`src/adc_acq_pkg.sv`:
```
package adc_acq_pkg;

    // sequencer states, one cycle each except the waiting ones
    typedef enum logic [4:0] {
        IDLE           = 5'd0,
        // wait here until a trigger address sits in the trigger FIFO
        WATCH_FOR_TRIG = 5'd1,
        // fill header, once per trigger
        FILL_INIT1     = 5'd2,
        FILL_INIT2     = 5'd3,
        // waveform header and circular buffer setup
        WAVEFORM_INIT1 = 5'd4,
        WAVEFORM_INIT2 = 5'd5,
        WAVEFORM_INIT3 = 5'd6,
        // one 4-word burst of ADC data per pass through RUN1..RUN4
        RUN1           = 5'd7,
        RUN2           = 5'd8,
        RUN3           = 5'd9,
        RUN4           = 5'd10,
        // drain the buffer read latency after the last burst
        WAVEFORM_TST1  = 5'd11,
        WAVEFORM_TST2  = 5'd12,
        // checksum word
        CHECKSUM1      = 5'd13,
        CHECKSUM2      = 5'd14,
        // hold until the DDR3 writer reports done
        DDR3_WAIT      = 5'd15,
        // hold while the trigger stays high so it cannot retrigger
        DONE           = 5'd16
    } acq_state_t;

    // flops on acq_enable0/1 and acq_trig
    localparam int ENABLE_SYNC_STAGES = 4;

    // flops on ddr3_wr_done
    localparam int WR_DONE_SYNC_STAGES = 2;

    // stages between the RUN4 strobe and the delayed valid
    // covers the circular buffer read latency
    localparam int OUT_VALID_DELAY = 2;

    // fill type comes straight from the two enable levels
    localparam int FILL_TYPE_W = 2;

endpackage

```
`src/adc_acq_input_sync.sv`:
```
`timescale 1ns/100ps

module adc_acq_input_sync import adc_acq_pkg::*; (
    input  logic                   clk,
    input  logic                   adc_acq_full_reset,
    input  logic                   acq_enable0,
    input  logic                   acq_enable1,
    input  logic                   acq_trig,
    input  logic                   ddr3_wr_done,
    output logic [FILL_TYPE_W-1:0] fill_type,
    output logic                   mode_enabled,
    output logic                   trig_level,
    output logic                   trig_pulse,
    output logic                   wr_done
);

    // enable chains, bit 0 is the first flop
    logic [ENABLE_SYNC_STAGES-1:0]  en0_sync;
    logic [ENABLE_SYNC_STAGES-1:0]  en1_sync;
    // trigger chain carries one extra stage for edge detect
    logic [ENABLE_SYNC_STAGES:0]    trig_sync;
    logic [WR_DONE_SYNC_STAGES-1:0] wr_done_sync;

    always_ff @(posedge clk) begin
        if (adc_acq_full_reset) begin
            en0_sync     <= '0;
            en1_sync     <= '0;
            trig_sync    <= '0;
            wr_done_sync <= '0;
        end else begin
            en0_sync     <= {en0_sync[ENABLE_SYNC_STAGES-2:0], acq_enable0};
            en1_sync     <= {en1_sync[ENABLE_SYNC_STAGES-2:0], acq_enable1};
            trig_sync    <= {trig_sync[ENABLE_SYNC_STAGES-1:0], acq_trig};
            wr_done_sync <= {wr_done_sync[WR_DONE_SYNC_STAGES-2:0], ddr3_wr_done};
        end
    end

    // last trigger stage feeds the DONE hold in the sequencer
    assign trig_level = trig_sync[ENABLE_SYNC_STAGES-1];
    assign wr_done    = wr_done_sync[WR_DONE_SYNC_STAGES-1];

    // acquisition mode is on whenever either enable is set
    // both low means the channel is stopped
    always_ff @(posedge clk) begin
        if (adc_acq_full_reset) begin
            mode_enabled <= 1'b0;
            fill_type    <= '0;
        end else begin
            mode_enabled <= en0_sync[ENABLE_SYNC_STAGES-1] | en1_sync[ENABLE_SYNC_STAGES-1];
            fill_type    <= {en1_sync[ENABLE_SYNC_STAGES-1], en0_sync[ENABLE_SYNC_STAGES-1]};
        end
    end

    // rising edge: last stage high, the one after still low
    // triggers only pass while acquisition mode is on
    always_ff @(posedge clk) begin
        if (adc_acq_full_reset) begin
            trig_pulse <= 1'b0;
        end else begin
            trig_pulse <= trig_level & ~trig_sync[ENABLE_SYNC_STAGES] & mode_enabled;
        end
    end

    // an edge can only be seen for one cycle
    a_trig_pulse_single: assert property (
        @(posedge clk) disable iff (adc_acq_full_reset)
        trig_pulse |=> !trig_pulse
    );

endmodule

```
`src/adc_acq_sequencer.sv`:
```
`timescale 1ns/100ps

module adc_acq_sequencer import adc_acq_pkg::*; (
    input  logic       clk,
    input  logic       adc_acq_full_reset,
    input  logic       mode_enabled,
    input  logic       trig_level,
    input  logic       trig_fifo_empty,
    input  logic       burst_cntr_zero,
    input  logic       wr_done,
    output acq_state_t next_state,
    output logic       acq_enabled
);

    acq_state_t state_q;

    // state register
    always_ff @(posedge clk) begin
        if (adc_acq_full_reset) begin
            state_q <= IDLE;
        end else begin
            state_q <= next_state;
        end
    end

    // next-state logic
    always_comb begin
        next_state = state_q;
        case (state_q)
            // armed once either enable is set
            IDLE: begin
                if (mode_enabled) begin
                    next_state = WATCH_FOR_TRIG;
                end
            end
            // DDR3 reads may run while we sit here
            WATCH_FOR_TRIG: begin
                if (!trig_fifo_empty) begin
                    next_state = FILL_INIT1;
                end
            end
            FILL_INIT1:     next_state = FILL_INIT2;
            FILL_INIT2:     next_state = WAVEFORM_INIT1;
            WAVEFORM_INIT1: next_state = WAVEFORM_INIT2;
            WAVEFORM_INIT2: next_state = WAVEFORM_INIT3;
            WAVEFORM_INIT3: next_state = RUN1;
            // two 12-bit samples per 32-bit word, one word per RUN state
            RUN1:           next_state = RUN2;
            RUN2:           next_state = RUN3;
            RUN3:           next_state = RUN4;
            // loop for another burst until the counter runs out
            RUN4: begin
                if (burst_cntr_zero) begin
                    next_state = WAVEFORM_TST1;
                end else begin
                    next_state = RUN1;
                end
            end
            WAVEFORM_TST1:  next_state = WAVEFORM_TST2;
            WAVEFORM_TST2:  next_state = CHECKSUM1;
            CHECKSUM1:      next_state = CHECKSUM2;
            CHECKSUM2:      next_state = DDR3_WAIT;
            // everything is in the FIFO, wait for the DDR3 writer
            DDR3_WAIT: begin
                if (wr_done) begin
                    next_state = DONE;
                end
            end
            // a trigger still held high must not start another fill
            DONE: begin
                if (!(mode_enabled && trig_level)) begin
                    next_state = IDLE;
                end
            end
            default:        next_state = IDLE;
        endcase
    end

    // low while DDR3 may be read (idle or watching)
    // high while a fill is being written, name kept for the DDR3 side
    always_ff @(posedge clk) begin
        if (adc_acq_full_reset) begin
            acq_enabled <= 1'b0;
        end else begin
            acq_enabled <= !(next_state == IDLE || next_state == WATCH_FOR_TRIG);
        end
    end

    a_state_legal: assert property (
        @(posedge clk) disable iff (adc_acq_full_reset)
        !$isunknown(state_q) && (state_q <= DONE)
    );

endmodule

```
`src/adc_acq_strobe_decode.sv`:
```
`timescale 1ns/100ps

module adc_acq_strobe_decode import adc_acq_pkg::*; (
    input  logic       clk,
    input  logic       adc_acq_full_reset,
    input  acq_state_t next_state,
    input  logic       dummy_dat_reset_mode,
    output logic       address_cntr_en,
    output logic       dummy_dat_reset,
    output logic       adc_mux_fill_hdr_sel,
    output logic       adc_mux_wfm_hdr_sel,
    output logic       adc_mux_dat_sel,
    output logic       adc_mux_checksum_select,
    output logic       adc_mux_checksum_update,
    output logic       burst_cntr_init,
    output logic       burst_cntr_en,
    output logic       fill_cntr_en,
    output logic       adc_acq_out_valid,
    output logic       acq_done,
    output logic       sm_idle,
    output logic       init_circ_buf_rd_addr,
    output logic       inc_circ_buf_rd_addr,
    output logic       trig_addr_rd_en,
    output logic       latch_circ_buf_dat
);

    // header and checksum words go straight out
    logic immed_out_valid;
    // burst words wait for the buffer read
    logic start_dlyd_out_valid;
    logic [OUT_VALID_DELAY-1:0] valid_dly;
    logic dlyd_out_valid;

    // strobes are registered from next_state
    // so each one is high in the cycle its state is entered
    always_ff @(posedge clk) begin
        address_cntr_en         <= 1'b0;
        dummy_dat_reset         <= 1'b0;
        adc_mux_fill_hdr_sel    <= 1'b0;
        adc_mux_wfm_hdr_sel     <= 1'b0;
        adc_mux_dat_sel         <= 1'b0;
        adc_mux_checksum_select <= 1'b0;
        burst_cntr_init         <= 1'b0;
        burst_cntr_en           <= 1'b0;
        fill_cntr_en            <= 1'b0;
        immed_out_valid         <= 1'b0;
        start_dlyd_out_valid    <= 1'b0;
        acq_done                <= 1'b0;
        sm_idle                 <= 1'b0;
        init_circ_buf_rd_addr   <= 1'b0;
        inc_circ_buf_rd_addr    <= 1'b0;
        trig_addr_rd_en         <= 1'b0;
        latch_circ_buf_dat      <= 1'b0;
        if (adc_acq_full_reset) begin
            // the sequencer sits in IDLE under reset
            sm_idle <= 1'b1;
        end else begin
            case (next_state)
                // front panel LED status
                IDLE:           sm_idle <= 1'b1;
                FILL_INIT1:     adc_mux_fill_hdr_sel <= 1'b1;
                // fill header into the FIFO, advance the fill address
                FILL_INIT2: begin
                    immed_out_valid <= 1'b1;
                    address_cntr_en <= 1'b1;
                end
                // per-waveform setup
                // the trigger FIFO is first-word-fall-through
                WAVEFORM_INIT1: begin
                    dummy_dat_reset       <= dummy_dat_reset_mode;
                    init_circ_buf_rd_addr <= 1'b1;
                    trig_addr_rd_en       <= 1'b1;
                end
                // waveform header out, load the burst count
                WAVEFORM_INIT2: begin
                    immed_out_valid     <= 1'b1;
                    burst_cntr_init     <= 1'b1;
                    adc_mux_wfm_hdr_sel <= 1'b1;
                end
                // buffer data not ready yet, only step the read address
                WAVEFORM_INIT3: begin
                    address_cntr_en      <= 1'b1;
                    inc_circ_buf_rd_addr <= 1'b1;
                end
                RUN1: begin
                    latch_circ_buf_dat   <= 1'b1;
                    inc_circ_buf_rd_addr <= 1'b1;
                    burst_cntr_en        <= 1'b1;
                    adc_mux_dat_sel      <= 1'b1;
                end
                RUN2, RUN3: begin
                    latch_circ_buf_dat   <= 1'b1;
                    inc_circ_buf_rd_addr <= 1'b1;
                    adc_mux_dat_sel      <= 1'b1;
                end
                // burst complete, its valid goes through the delay line
                RUN4: begin
                    latch_circ_buf_dat   <= 1'b1;
                    start_dlyd_out_valid <= 1'b1;
                    address_cntr_en      <= 1'b1;
                    inc_circ_buf_rd_addr <= 1'b1;
                    adc_mux_dat_sel      <= 1'b1;
                end
                // latch the words still in flight from the buffer
                WAVEFORM_TST1, WAVEFORM_TST2: begin
                    latch_circ_buf_dat <= 1'b1;
                    adc_mux_dat_sel    <= 1'b1;
                end
                CHECKSUM1:      adc_mux_checksum_select <= 1'b1;
                // checksum out, one fill finished
                CHECKSUM2: begin
                    immed_out_valid <= 1'b1;
                    address_cntr_en <= 1'b1;
                    fill_cntr_en    <= 1'b1;
                end
                DONE:           acq_done <= 1'b1;
                default:        ;
            endcase
        end
    end

    assign dlyd_out_valid = valid_dly[OUT_VALID_DELAY-1];

    // delay line for burst valids, then one common output register
    // checksum update rides with the burst valid only
    always_ff @(posedge clk) begin
        if (adc_acq_full_reset) begin
            valid_dly               <= '0;
            adc_acq_out_valid       <= 1'b0;
            adc_mux_checksum_update <= 1'b0;
        end else begin
            valid_dly               <= {valid_dly[OUT_VALID_DELAY-2:0], start_dlyd_out_valid};
            adc_acq_out_valid       <= immed_out_valid | dlyd_out_valid;
            adc_mux_checksum_update <= dlyd_out_valid;
        end
    end

    a_mux_sel_onehot0: assert property (
        @(posedge clk) disable iff (adc_acq_full_reset)
        $onehot0({adc_mux_fill_hdr_sel, adc_mux_wfm_hdr_sel,
                  adc_mux_dat_sel, adc_mux_checksum_select})
    );

endmodule

```
`src/adc_acq_sm_cbuf.sv`:
```
`timescale 1ns/100ps

module adc_acq_sm_cbuf import adc_acq_pkg::*; (
    // ADC clock domain
    input  logic                   clk,
    input  logic                   adc_acq_full_reset,
    // asynchronous levels from the control side
    input  logic                   acq_enable0,
    input  logic                   acq_enable1,
    input  logic                   acq_trig,
    input  logic                   ddr3_wr_done,
    // same-domain status
    input  logic                   trig_fifo_empty,
    input  logic                   burst_cntr_zero,
    // 0 free-run, 1 reset dummy data every waveform
    input  logic                   dummy_dat_reset_mode,
    output logic [FILL_TYPE_W-1:0] fill_type,
    output logic                   address_cntr_en,
    output logic                   dummy_dat_reset,
    output logic                   adc_mux_fill_hdr_sel,
    output logic                   adc_mux_wfm_hdr_sel,
    output logic                   adc_mux_dat_sel,
    output logic                   adc_mux_checksum_select,
    output logic                   adc_mux_checksum_update,
    output logic                   burst_cntr_init,
    output logic                   burst_cntr_en,
    output logic                   fill_cntr_en,
    output logic                   adc_acq_out_valid,
    output logic                   trig_pulse,
    output logic                   acq_enabled,
    output logic                   acq_done,
    output logic                   init_circ_buf_rd_addr,
    output logic                   inc_circ_buf_rd_addr,
    output logic                   trig_addr_rd_en,
    output logic                   latch_circ_buf_dat,
    output logic                   sm_idle
);

    logic       mode_enabled;
    logic       trig_level;
    logic       wr_done;
    acq_state_t next_state;

    adc_acq_input_sync i_input_sync (
        .clk                (clk),
        .adc_acq_full_reset (adc_acq_full_reset),
        .acq_enable0        (acq_enable0),
        .acq_enable1        (acq_enable1),
        .acq_trig           (acq_trig),
        .ddr3_wr_done       (ddr3_wr_done),
        .fill_type          (fill_type),
        .mode_enabled       (mode_enabled),
        .trig_level         (trig_level),
        .trig_pulse         (trig_pulse),
        .wr_done            (wr_done)
    );

    adc_acq_sequencer i_sequencer (
        .clk                (clk),
        .adc_acq_full_reset (adc_acq_full_reset),
        .mode_enabled       (mode_enabled),
        .trig_level         (trig_level),
        .trig_fifo_empty    (trig_fifo_empty),
        .burst_cntr_zero    (burst_cntr_zero),
        .wr_done            (wr_done),
        .next_state         (next_state),
        .acq_enabled        (acq_enabled)
    );

    adc_acq_strobe_decode i_strobe_decode (
        .clk                     (clk),
        .adc_acq_full_reset      (adc_acq_full_reset),
        .next_state              (next_state),
        .dummy_dat_reset_mode    (dummy_dat_reset_mode),
        .address_cntr_en         (address_cntr_en),
        .dummy_dat_reset         (dummy_dat_reset),
        .adc_mux_fill_hdr_sel    (adc_mux_fill_hdr_sel),
        .adc_mux_wfm_hdr_sel     (adc_mux_wfm_hdr_sel),
        .adc_mux_dat_sel         (adc_mux_dat_sel),
        .adc_mux_checksum_select (adc_mux_checksum_select),
        .adc_mux_checksum_update (adc_mux_checksum_update),
        .burst_cntr_init         (burst_cntr_init),
        .burst_cntr_en           (burst_cntr_en),
        .fill_cntr_en            (fill_cntr_en),
        .adc_acq_out_valid       (adc_acq_out_valid),
        .acq_done                (acq_done),
        .sm_idle                 (sm_idle),
        .init_circ_buf_rd_addr   (init_circ_buf_rd_addr),
        .inc_circ_buf_rd_addr    (inc_circ_buf_rd_addr),
        .trig_addr_rd_en         (trig_addr_rd_en),
        .latch_circ_buf_dat      (latch_circ_buf_dat)
    );

endmodule

```
`config.mk`:
```
export PLATFORM = sky130hd
export DESIGN_NAME = adc_acq_sm_cbuf
export DESIGN_NICKNAME = d
export VERILOG_FILES = /design/src/adc_acq_pkg.sv /design/src/adc_acq_input_sync.sv /design/src/adc_acq_sequencer.sv /design/src/adc_acq_strobe_decode.sv /design/src/adc_acq_sm_cbuf.sv
export SDC_FILE = /design/constraint.sdc
export NUM_CORES = 1
export LEC_CHECK = 0
export BUFFER_PORTS_ARGS = -buffer_cell sky130_fd_sc_hd__buf_2
export CORE_ASPECT_RATIO = 0.75
export CORE_MARGIN = 1
export CORE_UTILIZATION = 45
export DETAILED_ROUTE_END_ITERATION = 10
export PLACE_DENSITY_LB_ADDON = 0.12
export SLEW_MARGIN = 20
export SYNTH_ARGS = -nofsm -noshare
export SYNTH_HDL_FRONTEND = slang
export SYNTH_SLANG_ARGS = --single-unit
```
`constraint.sdc`:
```
create_clock -name clk -period 4.95 [get_ports clk]
set_input_delay 0.99 -clock clk [delete_from_list [all_inputs] [get_ports clk]]
set_output_delay 0.99 -clock clk [all_outputs]
set_load 0.01 [all_outputs]
```
==> results_dict.tcl <==
set metrics [dict create \
    status "finished, final reports clean" \
    postCtsHoldBufs 0 \
    dpl.cell_count 206 \
    start_kind "input port" \
    h-tree-depth 2 \
    root_buffer "clkbuf_8" \
    critPathMaxFanout 3 \
    max_slew_margin_pct 60.7 \
    p_leak_uw 0.000752 \
    first_pass_iters 4 \
    routed_wl_microns 2590 \
    synth_edf_count 0 \
    initial_core_util_pct 47.1 \
    cp_data_arrival_time_ns 2.22 \
    cts_buffer_depth 2 \
    wl_per_cell_microns 12.1 \
    drive_gt1_share_pct 26.4 \
    finalCriticalPeriod_ns 2.07 \
    final_nets 182 \
    globalRoute.totalOverflow 0 \
    die_area_sq_um 3690 \
    crit_buf_inv 1 \
    ios 30 \
    ir_worst_vdd_mv 0.273 \
    yosys-top-cells-area "dfxtp_1, nor2b_1, nor2_1" \
    drc 0 \
    syn_nets 157 \
    yosysSeqAreaShare_pct 55.5 \
    rows 18 \
    core-area_sq_um 3290 \
    ys_ff_latch 43 \
    hpwl_microns 1820 \
    die_y_microns 52.8 \
    path_cells "buf_2, nor4b_2, a2111o_1, and2_1, a311oi_1, a211oi_1" \
    post-cts-setup-buffers 0 \
    critical_path_class "in2reg" \
    crit_required_ns 5.10 \
    die_w_microns 69.8 \
    hold_ws_ns 0.406 \
    max_freq_mhz 483 \
    antenna_found_initial 0 \
    grt_max_degree 36 \
    finalCritPeriodShare_pct 41.8 \
    cts.clk_slew.worst_paths_ns 0.08 \
    netlist_instances 148 \
    yosysUniqueCellTypes 38 \
    setup-violations-final 0 \
    worst_pin_slew_ns 0.590 \
    viasPerCell 5.05 \
    final_util_pct 54.3 \
    end_kind "flip-flop" \
    powerDensity_nw_per_um2 371 \
    gp_congestion 0.836 \
    slew_violations 0 \
    async_flop_share_pct 0 \
    yosysTopAreaCellShare_pct 55.5 \
    critPathMaxStageDelay_ns 0.42 \
    cts_sinks 43 \
    grt_first_pass_wirelength_microns 4150 \
    yosys.area.top_type "dfxtp_1" \
    synth_warnings 0 \
    min_path_type "reg2reg" \
    synth_commonest_cells "dfxtp_1, nor2b_1, nor2_1" \
    ctsResizeCount 0 \
    diodes 0 \
    syn2layout_area_growth_pct 15.3 \
    final-instance-count-excl-fill 214 \
    cp_slowest_cell "a2111o_1" \
    maxCapViolations 0 \
    cts_tree "yes" \
    synth_most_common_cell "dfxtp_1" \
    ant_nets 0 \
    vias 1081 \
    grt_pass1_vias 961 \
    drt_iter0_drc 65 \
    cts_buffers 5 \
    port_buffers 29 \
    skew_ns 0.00540 \
    rsz0062_at_grt "false" \
    syn_avg_cell_area_sq_um 10.5 \
    clk_latency_ns 0.29 \
    grtUsageTotal_pct 14.7 \
    ys.flop_type "dfxtp_1" \
    cpLargestDelayFamily "compound AO/OA/AOI/OAI gates" \
    netlist_area_sq_um 1550 \
    tns_ns 0 \
    hold_viol_final 0 \
]
[registers in the layout (all words and copies together) (netlist names), 2 cells and up]
signal and flops:
i_sequencer.state_q 5, i_input_sync.trig_sync 5, i_input_sync.en0_sync 4, i_strobe_decode.valid_dly 2, i_input_sync.wr_done_sync 2, i_input_sync.fill_type 2
i_input_sync.en1_sync 4
[power by group]
part	switching, uW	internal (uW)
Clock	117	166
Combinational	14.1	11.3
Sequential	2.88	352
[worst paths after layout]
check | depth (start not counted) | slack [ns] | startpoint | endpoint
max | 6 | 2.88 | trig_fifo_empty | i_strobe_decode.latch_circ_buf_dat
min | 1 | 0.41 | i_input_sync.trig_sync[4] | i_input_sync.trig_pulse
max reg2reg | 5 | 3.05 | i_sequencer.state_q[2] | i_strobe_decode.latch_circ_buf_dat
min reg2reg | 1 | 0.41 | i_input_sync.trig_sync[4] | i_input_sync.trig_pulse
[layout make-up]
cell class / count / area (sq um)
Timing Repair Buffer: 29 / 145
Multi-Input combinational cell: 91 / 598
Tap cell: 40 / 50.0
Fill cell: 290 / 1500
Clock inverter: 2 / 38.8
Inverter: 3 / 11.3
Clock buffer: 6 / 82.6
Sequential cell: 43 / 861
[layer usage]
layer | up-vias | track usage (%) | share of wire, %
li1 | 550 | - | -
met1 | 487 | 18.4 | 46
met2 | 44 | 24.4 | 46
met3 | 0 | 5.19 | 7.5
met4 | 0 | 4.00 | 0
met5 | - | 0 | 0
[cell families after synthesis]
| family | after synthesis | share of synthesized area (%) |
|---|---|---|
| compound gates | 19 | 10.3 |
| buf+inv | 14 | 5.89 |
| flops | 43 | 55.5 |
| simple gates | 72 | 28.2 |
[per-stage QoR]
stage                     area [sq um]  total power [uW]  setup WS (ns)
after floorplan                   1550               382           2.77
after global placement            1670               388           2.60
after detailed placement          1670               389           2.59
after CTS                         1790               672           2.90
after global routing              1790               689           2.79
final                             1790               663           2.88
[placed cells by master (no fill, tap or decap), drive strengths merged, types with 3 or more instances in the layout]
master / n
inv: 4
a21oi: 5
and3: 4
nand2b: 3
buf: 29
clkbuf: 6
and2: 5
nand3: 3
o21a: 3
nor2: 15
dfxtp: 43
nor3: 5
nor2b: 21
nand3b: 3
nor4: 4
No activity file was read; power rests on OpenSTA's default activity.
